`config.mk`:
```
export PLATFORM = sky130hd
export DESIGN_NAME = bp_top
export DESIGN_NICKNAME = d
export VERILOG_FILES = /design/src/bp_pkg.sv /design/src/btb.sv /design/src/gshare_pht.sv /design/src/pred_select.sv /design/src/branch_resolve.sv /design/src/predictor_update.sv /design/src/bp_top.sv
export SDC_FILE = /design/constraint.sdc
export NUM_CORES = 2
export LEC_CHECK = 0
export BUFFER_PORTS_ARGS = -buffer_cell sky130_fd_sc_hd__buf_2
export CORE_ASPECT_RATIO = 0.9
export CORE_MARGIN = 1.5
export CORE_UTILIZATION = 50
export CTS_BUF_LIST = sky130_fd_sc_hd__clkbuf_4 sky130_fd_sc_hd__clkbuf_8 sky130_fd_sc_hd__clkbuf_16
export DETAILED_ROUTE_END_ITERATION = 6
export PLACE_DENSITY = 0.65
export SYNTH_ARGS = -nofsm -noshare
export SYNTH_HDL_FRONTEND = slang
export SYNTH_SLANG_ARGS = --single-unit
export TNS_END_PERCENT = 10
```
`constraint.sdc`:
```
create_clock -name clk -period 23.2 [get_ports clk]
set_input_delay 3.48 -clock clk [delete_from_list [all_inputs] [get_ports clk]]
set_output_delay 3.48 -clock clk [all_outputs]
set_load 0.03 [all_outputs]
```
`src/bp_pkg.sv`:
```
// Branch predictor shared types
package bp_pkg;

    // RV32 major opcodes seen by the resolver
    typedef enum logic [6:0] {
        OP_BRANCH = 7'b1100011,
        OP_JAL    = 7'b1101111,
        OP_JALR   = 7'b1100111,
        OP_OTHER  = 7'b0010011
    } opcode_e;

    // Class of a resolved instruction
    typedef enum logic [1:0] {
        CLASS_NONE   = 2'd0,
        CLASS_BRANCH = 2'd1,
        CLASS_JUMP   = 2'd2
    } instr_class_e;

    // Default table sizes
    localparam int DEFAULT_BTB_ENTRIES = 32;
    localparam int DEFAULT_GHR_BITS    = 5;

endpackage

```
`src/btb.sv`:
```
// Branch target buffer
module btb #(
    parameter int NUM_BTB_ENTRIES = bp_pkg::DEFAULT_BTB_ENTRIES
) (
    input  logic        clk,
    input  logic        reset_i,
    input  logic [31:0] pc_i,
    output logic        hit_o,
    output logic        jump_o,
    output logic        branch_o,
    output logic [31:0] target_o,
    input  logic        we_i,
    input  logic [31:0] wr_pc_i,
    input  logic [31:0] wr_target_i,
    input  logic        wr_jump_i,
    input  logic        wr_branch_i
);

    localparam int IDX_BITS = $clog2(NUM_BTB_ENTRIES);

    logic [31:0] tag_mem    [NUM_BTB_ENTRIES];
    logic [31:0] target_mem [NUM_BTB_ENTRIES];
    logic        jump_mem   [NUM_BTB_ENTRIES];
    logic        branch_mem [NUM_BTB_ENTRIES];
    logic [NUM_BTB_ENTRIES-1:0] valid_q;

    logic [IDX_BITS-1:0] rd_idx;
    logic [IDX_BITS-1:0] wr_idx;

    // Word-aligned PCs, so the index starts at bit 2
    assign rd_idx = pc_i[IDX_BITS+1:2];
    assign wr_idx = wr_pc_i[IDX_BITS+1:2];

    // Full PC is kept as the tag
    assign hit_o    = valid_q[rd_idx] && (tag_mem[rd_idx] == pc_i);
    assign jump_o   = jump_mem[rd_idx];
    assign branch_o = branch_mem[rd_idx];
    assign target_o = target_mem[rd_idx];

    always_ff @(posedge clk) begin
        if (reset_i) begin
            valid_q <= '0;
        end else if (we_i) begin
            valid_q[wr_idx] <= 1'b1;
        end
    end

    always_ff @(posedge clk) begin
        if (we_i) begin
            tag_mem[wr_idx]    <= wr_pc_i;
            target_mem[wr_idx] <= wr_target_i;
            jump_mem[wr_idx]   <= wr_jump_i;
            branch_mem[wr_idx] <= wr_branch_i;
        end
    end

    // Trainer flags come from one resolved class, never both
    a_one_kind: assert property (
        @(posedge clk) disable iff (reset_i)
        we_i |-> !(wr_jump_i && wr_branch_i)
    ) else $error("btb written as both jump and branch");

endmodule

```
`src/gshare_pht.sv`:
```
// Gshare pattern history table
module gshare_pht #(
    parameter int NUM_GHR_BITS = bp_pkg::DEFAULT_GHR_BITS
) (
    input  logic                    clk,
    input  logic                    reset_i,
    input  logic [31:0]             pc_i,
    output logic [NUM_GHR_BITS-1:0] pht_index_o,
    output logic                    pht_taken_o,
    input  logic                    we_i,
    input  logic [NUM_GHR_BITS-1:0] wr_index_i,
    input  logic [1:0]              wr_count_i,
    output logic [1:0]              rd_count_o,
    input  logic                    ghr_shift_i,
    input  logic                    ghr_bit_i,
    input  logic                    ghr_clear_i
);

    localparam int PHT_ENTRIES = 1 << NUM_GHR_BITS;

    logic [1:0]              count_q [PHT_ENTRIES];
    logic [NUM_GHR_BITS-1:0] ghr_q;

    // Fetch index mixes PC bits with the global history
    assign pht_index_o = pc_i[NUM_GHR_BITS+1:2] ^ ghr_q;

    // MSB of the two-bit counter is the direction
    assign pht_taken_o = count_q[pht_index_o][1];

    // Old value for the trainer's saturating update
    assign rd_count_o = count_q[wr_index_i];

    always_ff @(posedge clk) begin
        if (reset_i) begin
            for (int i = 0; i < PHT_ENTRIES; i++) begin
                count_q[i] <= 2'b00;
            end
        end else if (we_i) begin
            count_q[wr_index_i] <= wr_count_i;
        end
    end

    // Newest outcome enters at the top, older ones move right
    always_ff @(posedge clk) begin
        if (reset_i || ghr_clear_i) begin
            ghr_q <= '0;
        end else if (ghr_shift_i) begin
            ghr_q <= {ghr_bit_i, ghr_q[NUM_GHR_BITS-1:1]};
        end
    end

endmodule

```
`src/pred_select.sv`:
```
// Fetch prediction decoder
module pred_select (
    input  logic [31:0] pc_i,
    input  logic        hit_i,
    input  logic        jump_i,
    input  logic        branch_i,
    input  logic [31:0] target_i,
    input  logic        pht_taken_i,
    output logic        pred_taken_o,
    output logic [31:0] pred_pc_o
);

    logic        jump_taken;
    logic        branch_taken;
    logic [31:0] seq_pc;

    assign seq_pc = pc_i + 32'd4;

    // Jumps in the buffer are always taken
    assign jump_taken = hit_i && jump_i;

    // Conditional branches follow the counter
    assign branch_taken = hit_i && branch_i && pht_taken_i;

    assign pred_taken_o = jump_taken || branch_taken;

    // Miss or not-taken branch falls through
    assign pred_pc_o = pred_taken_o ? target_i : seq_pc;

endmodule

```
`src/branch_resolve.sv`:
```
// Execute-stage branch resolver
module branch_resolve #(
    parameter int NUM_GHR_BITS = bp_pkg::DEFAULT_GHR_BITS
) (
    input  logic                    clk,
    input  logic                    reset_i,
    input  logic [31:0]             pc_i,
    input  logic                    pred_taken_i,
    input  logic [31:0]             pred_pc_i,
    input  logic                    hit_i,
    input  logic [NUM_GHR_BITS-1:0] pht_index_i,
    input  logic [6:0]              ex_op_i,
    input  logic                    ex_taken_i,
    input  logic [31:0]             ex_target_i,
    output logic                    mispredict_o,
    output logic [31:0]             redirect_pc_o,
    output logic                    res_valid_o,
    output bp_pkg::instr_class_e    res_class_o,
    output logic                    res_taken_o,
    output logic [31:0]             res_pc_o,
    output logic [31:0]             res_target_o,
    output logic                    res_hit_o,
    output logic [NUM_GHR_BITS-1:0] res_index_o,
    output logic                    res_wrong_o
);

    import bp_pkg::*;

    // Decode slot
    logic                    d_valid;
    logic [31:0]             d_pc;
    logic                    d_pred_taken;
    logic [31:0]             d_pred_pc;
    logic                    d_hit;
    logic [NUM_GHR_BITS-1:0] d_index;

    // Execute slot
    logic                    e_valid;
    logic [31:0]             e_pc;
    logic                    e_pred_taken;
    logic [31:0]             e_pred_pc;
    logic                    e_hit;
    logic [NUM_GHR_BITS-1:0] e_index;

    opcode_e      ex_op;
    instr_class_e ex_class;
    logic [31:0]  actual_pc;
    logic         dir_wrong;

    assign ex_op = opcode_e'(ex_op_i);

    always_comb begin
        case (ex_op)
            OP_BRANCH:       ex_class = CLASS_BRANCH;
            OP_JAL, OP_JALR: ex_class = CLASS_JUMP;
            default:         ex_class = CLASS_NONE;
        endcase
    end

    // Jumps are always taken, other instructions never
    assign res_taken_o = (ex_class == CLASS_JUMP) ||
                         ((ex_class == CLASS_BRANCH) && ex_taken_i);

    assign actual_pc = res_taken_o ? ex_target_i : (e_pc + 32'd4);
    assign dir_wrong = (ex_class == CLASS_BRANCH) && (res_taken_o != e_pred_taken);

    assign res_wrong_o   = (actual_pc != e_pred_pc) || dir_wrong;
    assign mispredict_o  = e_valid && res_wrong_o;
    assign redirect_pc_o = mispredict_o ? actual_pc : 32'd0;

    assign res_valid_o  = e_valid;
    assign res_class_o  = ex_class;
    assign res_pc_o     = e_pc;
    assign res_target_o = ex_target_i;
    assign res_hit_o    = e_hit;
    assign res_index_o  = e_index;

    // A mispredict kills both younger instructions
    always_ff @(posedge clk) begin
        if (reset_i) begin
            d_valid <= 1'b0;
            e_valid <= 1'b0;
        end else begin
            d_valid <= !mispredict_o;
            e_valid <= d_valid && !mispredict_o;
        end
    end

    always_ff @(posedge clk) begin
        d_pc         <= pc_i;
        d_pred_taken <= pred_taken_i;
        d_pred_pc    <= pred_pc_i;
        d_hit        <= hit_i;
        d_index      <= pht_index_i;
        e_pc         <= d_pc;
        e_pred_taken <= d_pred_taken;
        e_pred_pc    <= d_pred_pc;
        e_hit        <= d_hit;
        e_index      <= d_index;
    end

    // A valid execute slot needs a known outcome from the core
    a_outcome_known: assert property (
        @(posedge clk) disable iff (reset_i)
        e_valid |-> !$isunknown({ex_op_i, ex_taken_i, ex_target_i})
    ) else $error("unknown execute outcome for a valid slot");

endmodule

```
`src/predictor_update.sv`:
```
// Predictor training logic
module predictor_update (
    input  logic                 res_valid_i,
    input  bp_pkg::instr_class_e res_class_i,
    input  logic                 res_taken_i,
    input  logic                 res_hit_i,
    input  logic                 res_wrong_i,
    input  logic [1:0]           rd_count_i,
    output logic                 btb_we_o,
    output logic                 btb_jump_o,
    output logic                 btb_branch_o,
    output logic                 pht_we_o,
    output logic [1:0]           pht_count_o,
    output logic                 ghr_shift_o,
    output logic                 ghr_bit_o
);

    import bp_pkg::*;

    logic is_branch;
    logic is_jump;

    assign is_branch = (res_class_i == CLASS_BRANCH);
    assign is_jump   = (res_class_i == CLASS_JUMP);

    // Allocate or repair a buffer entry only for taken control transfers
    assign btb_we_o = res_valid_i && (is_branch || is_jump) && res_taken_i &&
                      (!res_hit_i || res_wrong_i);

    assign btb_jump_o   = is_jump;
    assign btb_branch_o = is_branch;

    // Every resolved branch trains its counter
    assign pht_we_o = res_valid_i && is_branch;

    // Two-bit counter saturates at both ends
    always_comb begin
        if (res_taken_i) begin
            pht_count_o = (rd_count_i == 2'b11) ? 2'b11 : rd_count_i + 2'b01;
        end else begin
            pht_count_o = (rd_count_i == 2'b00) ? 2'b00 : rd_count_i - 2'b01;
        end
    end

    // History records resolved outcomes, not predictions
    assign ghr_shift_o = pht_we_o;
    assign ghr_bit_o   = res_taken_i;

endmodule

```
`src/bp_top.sv`:
```
// Branch prediction top level
module bp_top #(
    parameter int NUM_BTB_ENTRIES = bp_pkg::DEFAULT_BTB_ENTRIES,
    parameter int NUM_GHR_BITS    = bp_pkg::DEFAULT_GHR_BITS
) (
    input  logic        clk,
    input  logic        reset_i,
    input  logic [31:0] pc_i,
    input  logic        ghr_clear_i,
    input  logic [6:0]  ex_op_i,
    input  logic        ex_taken_i,
    input  logic [31:0] ex_target_i,
    output logic        pred_taken_o,
    output logic [31:0] pred_pc_o,
    output logic        mispredict_o,
    output logic [31:0] redirect_pc_o
);

    logic                    btb_hit;
    logic                    btb_jump;
    logic                    btb_branch;
    logic [31:0]             btb_target;
    logic [NUM_GHR_BITS-1:0] pht_index;
    logic                    pht_taken;
    logic [1:0]              rd_count;

    logic                    res_valid;
    bp_pkg::instr_class_e    res_class;
    logic                    res_taken;
    logic [31:0]             res_pc;
    logic [31:0]             res_target;
    logic                    res_hit;
    logic [NUM_GHR_BITS-1:0] res_index;
    logic                    res_wrong;

    logic                    btb_we;
    logic                    btb_wr_jump;
    logic                    btb_wr_branch;
    logic                    pht_we;
    logic [1:0]              pht_count;
    logic                    ghr_shift;
    logic                    ghr_bit;

    btb #(
        .NUM_BTB_ENTRIES(NUM_BTB_ENTRIES)
    ) u_btb (
        .clk        (clk),
        .reset_i    (reset_i),
        .pc_i       (pc_i),
        .hit_o      (btb_hit),
        .jump_o     (btb_jump),
        .branch_o   (btb_branch),
        .target_o   (btb_target),
        .we_i       (btb_we),
        .wr_pc_i    (res_pc),
        .wr_target_i(res_target),
        .wr_jump_i  (btb_wr_jump),
        .wr_branch_i(btb_wr_branch)
    );

    gshare_pht #(
        .NUM_GHR_BITS(NUM_GHR_BITS)
    ) u_pht (
        .clk        (clk),
        .reset_i    (reset_i),
        .pc_i       (pc_i),
        .pht_index_o(pht_index),
        .pht_taken_o(pht_taken),
        .we_i       (pht_we),
        .wr_index_i (res_index),
        .wr_count_i (pht_count),
        .rd_count_o (rd_count),
        .ghr_shift_i(ghr_shift),
        .ghr_bit_i  (ghr_bit),
        .ghr_clear_i(ghr_clear_i)
    );

    pred_select u_pred (
        .pc_i        (pc_i),
        .hit_i       (btb_hit),
        .jump_i      (btb_jump),
        .branch_i    (btb_branch),
        .target_i    (btb_target),
        .pht_taken_i (pht_taken),
        .pred_taken_o(pred_taken_o),
        .pred_pc_o   (pred_pc_o)
    );

    branch_resolve #(
        .NUM_GHR_BITS(NUM_GHR_BITS)
    ) u_resolve (
        .clk          (clk),
        .reset_i      (reset_i),
        .pc_i         (pc_i),
        .pred_taken_i (pred_taken_o),
        .pred_pc_i    (pred_pc_o),
        .hit_i        (btb_hit),
        .pht_index_i  (pht_index),
        .ex_op_i      (ex_op_i),
        .ex_taken_i   (ex_taken_i),
        .ex_target_i  (ex_target_i),
        .mispredict_o (mispredict_o),
        .redirect_pc_o(redirect_pc_o),
        .res_valid_o  (res_valid),
        .res_class_o  (res_class),
        .res_taken_o  (res_taken),
        .res_pc_o     (res_pc),
        .res_target_o (res_target),
        .res_hit_o    (res_hit),
        .res_index_o  (res_index),
        .res_wrong_o  (res_wrong)
    );

    predictor_update u_update (
        .res_valid_i (res_valid),
        .res_class_i (res_class),
        .res_taken_i (res_taken),
        .res_hit_i   (res_hit),
        .res_wrong_i (res_wrong),
        .rd_count_i  (rd_count),
        .btb_we_o    (btb_we),
        .btb_jump_o  (btb_wr_jump),
        .btb_branch_o(btb_wr_branch),
        .pht_we_o    (pht_we),
        .pht_count_o (pht_count),
        .ghr_shift_o (ghr_shift),
        .ghr_bit_o   (ghr_bit)
    );

endmodule

```
==> results.txt <==
- Clock tree root buffer cell: sky130_fd_sc_hd__clkbuf_16
- Vias in the first global route: 46650
- Synth-to-Final Area Change: 13.19%
- Number of remaining DRC errors: 0
- Of the cells placed in the final design, the portion with a size suffix greater than 1 is 27.76%.
- The final route contains 47180 vias.
- Clock tree synthesis inserted a total of 225 buffers.
- Maximum number of pins on one net before global-route repair: 127
- Startpoint type of the worst setup path: primary input
- HPWL Detailed: 146.6 mm
- The number of max-slew violations in the final report is 0.
- Setup tns final: 0 ns
- The synthesized design devotes to its leading area cell type 71.50% of total area.
- Leading cell types by count after synthesis: sky130_fd_sc_hd__edfxtp_1, sky130_fd_sc_hd__mux4_2, sky130_fd_sc_hd__dfxtp_1
* Power density over cell area: 86.77 nW/um2
* CTS Buffer Depth: 3
- Once the floorplan was initialized, standard cells occupied 50.46% of the core.
- Count of unique library cells instantiated by Yosys: 83
* Number of placement rows: 148
- After the last flow step, the layout net total stands at 4774.
- Among all flip-flop cells after synthesis, the most frequent one is sky130_fd_sc_hd__edfxtp_1.
- Routability-driven placement finished with a final weighted congestion of 0.9414.
* Crit path required time: 19.72 ns
* Total number of H-tree levels: 4
- Beginning of the critical path: pc_i[3]
* Number of ports placed on the die boundary: 141
* Antenna violations before repair: 22
* Ranking of synthesized cells by area: sky130_fd_sc_hd__edfxtp_1, sky130_fd_sc_hd__mux4_2, sky130_fd_sc_hd__dfxtp_1
* DR iter-0 viols: 6827
* Class of the worst hold path: reg2reg
- For this design, the sink count on the clock tree is 2357.
- Sequential cells were found to cover 75.46% of the synthesized design area.
* Flops & latches, synth: 2357
- In this run the cell area of the synthesized design comes to 91390 um2.
- Post-route worst setup slack: 9.608 ns
- The run finished with clean final reports.
- Hold buffers post-CTS: 0
* Wire length of the first global-routing pass: 356.6 mm
- For the worst setup path, the data arrival time is 10.11 ns.
* Mean cell area of the mapped netlist: 20.73 um2
* R2R setup slack: 16.20 ns
- GRT Residual Overflow: 0
- Setup violations remaining at the end of the flow were counted as 0.
* Routed via count divided by cell count: 6.465
* Lkg Pwr: 33.36 nW
* Count leader, synth: sky130_fd_sc_hd__edfxtp_1
- Syn_nets: 4490
* Worst clock skew: 0.05179 ns
- In this run, synthesis inferred 2176 flip-flops with an integrated enable.
- Post-CTS timing repair inserted 0 buffers for setup.
- Worst slew margin relative to its limit: 9.087%
* Kind of end point of the critical path: output port
- Worst vdd rail ir drop: 0.07833 mV
- During placement, the flow inserted port buffers numbering 140.
- Die width: 453.7 um
* Maximum fanout count along the critical path: 97
- Beginning of the worst register-to-register path: u_resolve.res_pc_o[13]$_DFF_P_
- Gate count after technology mapping: 4408
- After synthesis, the share of flip-flops with an asynchronous set or reset is 0%.
* GR Util All Layers: 27.62%
- Achievable Freq: 0.07357 GHz
- Pre-CTS worst setup slack: 9.687 ns
- RSZ-0062 raised after global routing: no
- Final ANT Viol Nets: 0
- Clock-pin slew on the worst setup and hold paths: 0.06 ns
* Worst r2r path cells: 13
- The routed design has 255.4 mm of wire.
- Worst Tran Pin Value: 1.362 ns
* Final Hold Viols: 0
- The clock period could shrink to 13.59 ns.
* Quantity of gates resized following cts: 0
* Max_cap viols: 0
* RR Endpoint: u_btb.target_mem[20][13]$_DFFE_PP_
- The die covers 185400 um2.
* Fraction of the cycle the final worst path needs: 58.58%
- During synthesis, Yosys emitted a total of 0 warnings.
- In the final routed layout, each cell accounts on average for 35.00 um.
- Clock network latency to the later pin of the worst-skew pair: 0.87 ns
* Clock tree from TritonCTS: yes
* Core box area: 181100 um2
- From bottom edge to top edge, the die measures 408.6 um.
- For this run, the detailed router's first-pass iteration total came to 6.
- End of the critical path: pred_pc_o[28]
- The critical path is of the in2out type.
- Largest area contributor in the synthesized netlist: sky130_fd_sc_hd__edfxtp_1
- Worst hold-check slack: 0.3227 ns
registers in the layout, summed over array words and instances (netlist names):
signal                  flops
u_btb.jump_mem             32
u_resolve.res_hit_o         1
u_pht.count_q              64
u_resolve.d_valid           1
u_resolve.d_pred_pc        32
u_resolve.res_valid_o       1
u_resolve.d_pred_taken      1
u_resolve.e_pred_pc        32
u_resolve.d_hit             1
u_btb.branch_mem           32
u_resolve.e_pred_taken      1
u_btb.tag_mem            1024
u_resolve.d_pc             32
u_resolve.d_index           5
u_btb.target_mem         1024
u_pht.ghr_q                 5
u_btb.valid_q              32
u_resolve.res_index_o       5
u_resolve.res_pc_o         32
cell usage in the layout (no fill, tap or decap), types with 31 or more instances in the layout:
cell type	instances
sky130_fd_sc_hd__a211oi_1	63
sky130_fd_sc_hd__a21oi_1	48
sky130_fd_sc_hd__a22oi_1	50
sky130_fd_sc_hd__buf_2	135
sky130_fd_sc_hd__buf_4	163
sky130_fd_sc_hd__clkbuf_16	228
sky130_fd_sc_hd__clkbuf_4	57
sky130_fd_sc_hd__clkinv_2	37
sky130_fd_sc_hd__dfxtp_1	181
sky130_fd_sc_hd__edfxtp_1	2176
sky130_fd_sc_hd__mux2i_1	119
sky130_fd_sc_hd__mux4_2	577
sky130_fd_sc_hd__nand2_1	96
sky130_fd_sc_hd__nand3_1	56
sky130_fd_sc_hd__nand4_1	34
sky130_fd_sc_hd__nor2_1	96
sky130_fd_sc_hd__nor2b_1	44
sky130_fd_sc_hd__nor3_1	68
sky130_fd_sc_hd__nor3_2	31
sky130_fd_sc_hd__o22ai_1	36
sky130_fd_sc_hd__xnor2_1	66
sky130_fd_sc_hd__xor2_1	57
critical path: stages:
cell and delay (ns):
sky130_fd_sc_hd__buf_8 0.55, sky130_fd_sc_hd__buf_4 0.82, sky130_fd_sc_hd__buf_4 0.85, sky130_fd_sc_hd__buf_4 0.64, sky130_fd_sc_hd__mux4_2 0.40, sky130_fd_sc_hd__mux2i_1 0.14, sky130_fd_sc_hd__o21ai_0 0.11, sky130_fd_sc_hd__o31ai_1 0.72
sky130_fd_sc_hd__xor2_1 0.19, sky130_fd_sc_hd__nand3_1 0.15, sky130_fd_sc_hd__nor4_1 0.07, sky130_fd_sc_hd__nand4_1 0.17, sky130_fd_sc_hd__buf_4 0.66, sky130_fd_sc_hd__a211oi_1 0.13, sky130_fd_sc_hd__a21oi_1 0.51, sky130_fd_sc_hd__buf_2 0.31
how the worst min path moves through the flow:
stage	startpoint	end	slack [ns]	depth (start not counted)
3_3_place_gp	u_resolve.d_pc[28]$_DFF_P_	u_resolve.res_pc_o[28]$_DFF_P_	0.31	0
4_1_cts	u_resolve.d_pc[2]$_DFF_P_	u_resolve.res_pc_o[2]$_DFF_P_	0.32	0
5_1_grt	u_resolve.d_pc[25]$_DFF_P_	u_resolve.res_pc_o[25]$_DFF_P_	0.33	0
3_5_place_dp	u_resolve.d_hit$_DFF_P_	u_resolve.res_hit_o$_DFF_P_	0.31	0
6_report	u_resolve.d_pc[2]$_DFF_P_	u_resolve.res_pc_o[2]$_DFF_P_	0.32	0
2_1_floorplan	u_resolve.d_pred_pc[0]$_DFF_P_	u_resolve.e_pred_pc[0]$_DFF_P_	0.31	0
through the flow:
| step | util (%) | cell area, um2 | total power [mW] | cells |
|---|---|---|---|---|
| 6_report | 57.12 | 103400 | 8.976 | 7298 |
| 2_1_floorplan | - | 91390 | 5.017 | 4408 |
| 3_5_place_dp | 52.74 | 95520 | 5.203 | 6865 |
| 3_3_place_gp | 52.74 | 95520 | 5.199 | 6865 |
| 5_1_grt | 57.11 | 103400 | 9.196 | 7295 |
| 4_1_cts | 57.11 | 103400 | 9.015 | 7289 |
where the power goes:
| group | switching, mW | leakage [nW] | internal [mW] |
|---|---|---|---|
| Sequential | 0.0136 | 21.0 | 4.65 |
| Combinational | 0.290 | 8.36 | 0.162 |
| Clock | 1.60 | 3.97 | 2.26 |
metal layers:
metal | share of wire, % | wire [um] | track usage (%)
met1 | 38 | 96980 | 37.68
met2 | 48 | 122500 | 43.62
met3 | 8.6 | 22000 | 4.642
met4 | 5.4 | 13860 | 13.23
met5 | 0.021 | 54 | 0
logic make-up (layout without fill, tap and decap cells):
family | after synthesis | in the layout | synth area share, %
adders and majority gates | 9 | 9 | 0.1177
xor gates and xnor gates | 124 | 124 | 1.203
muxes | 706 | 706 | 15.66
other | 0 | 9 | 0
and+or+nand+nor | 574 | 574 | 3.339
DFF | 2357 | 2357 | 75.46
AOI/OAI and AO/OA | 359 | 359 | 2.878
buffers and inverters | 279 | 760 | 1.335
layout make-up:
class	count	area, um2
timing repair buffer	307	2051
inverter	29	108.9
fill	13240	77660
clock buffer	315	6546
tap	2400	3003
multi-input combinational	1772	21390
sequential	2357	68970
antenna	9	22.52
clock inverter	109	1356
Power figures use the tool's default switching activity.
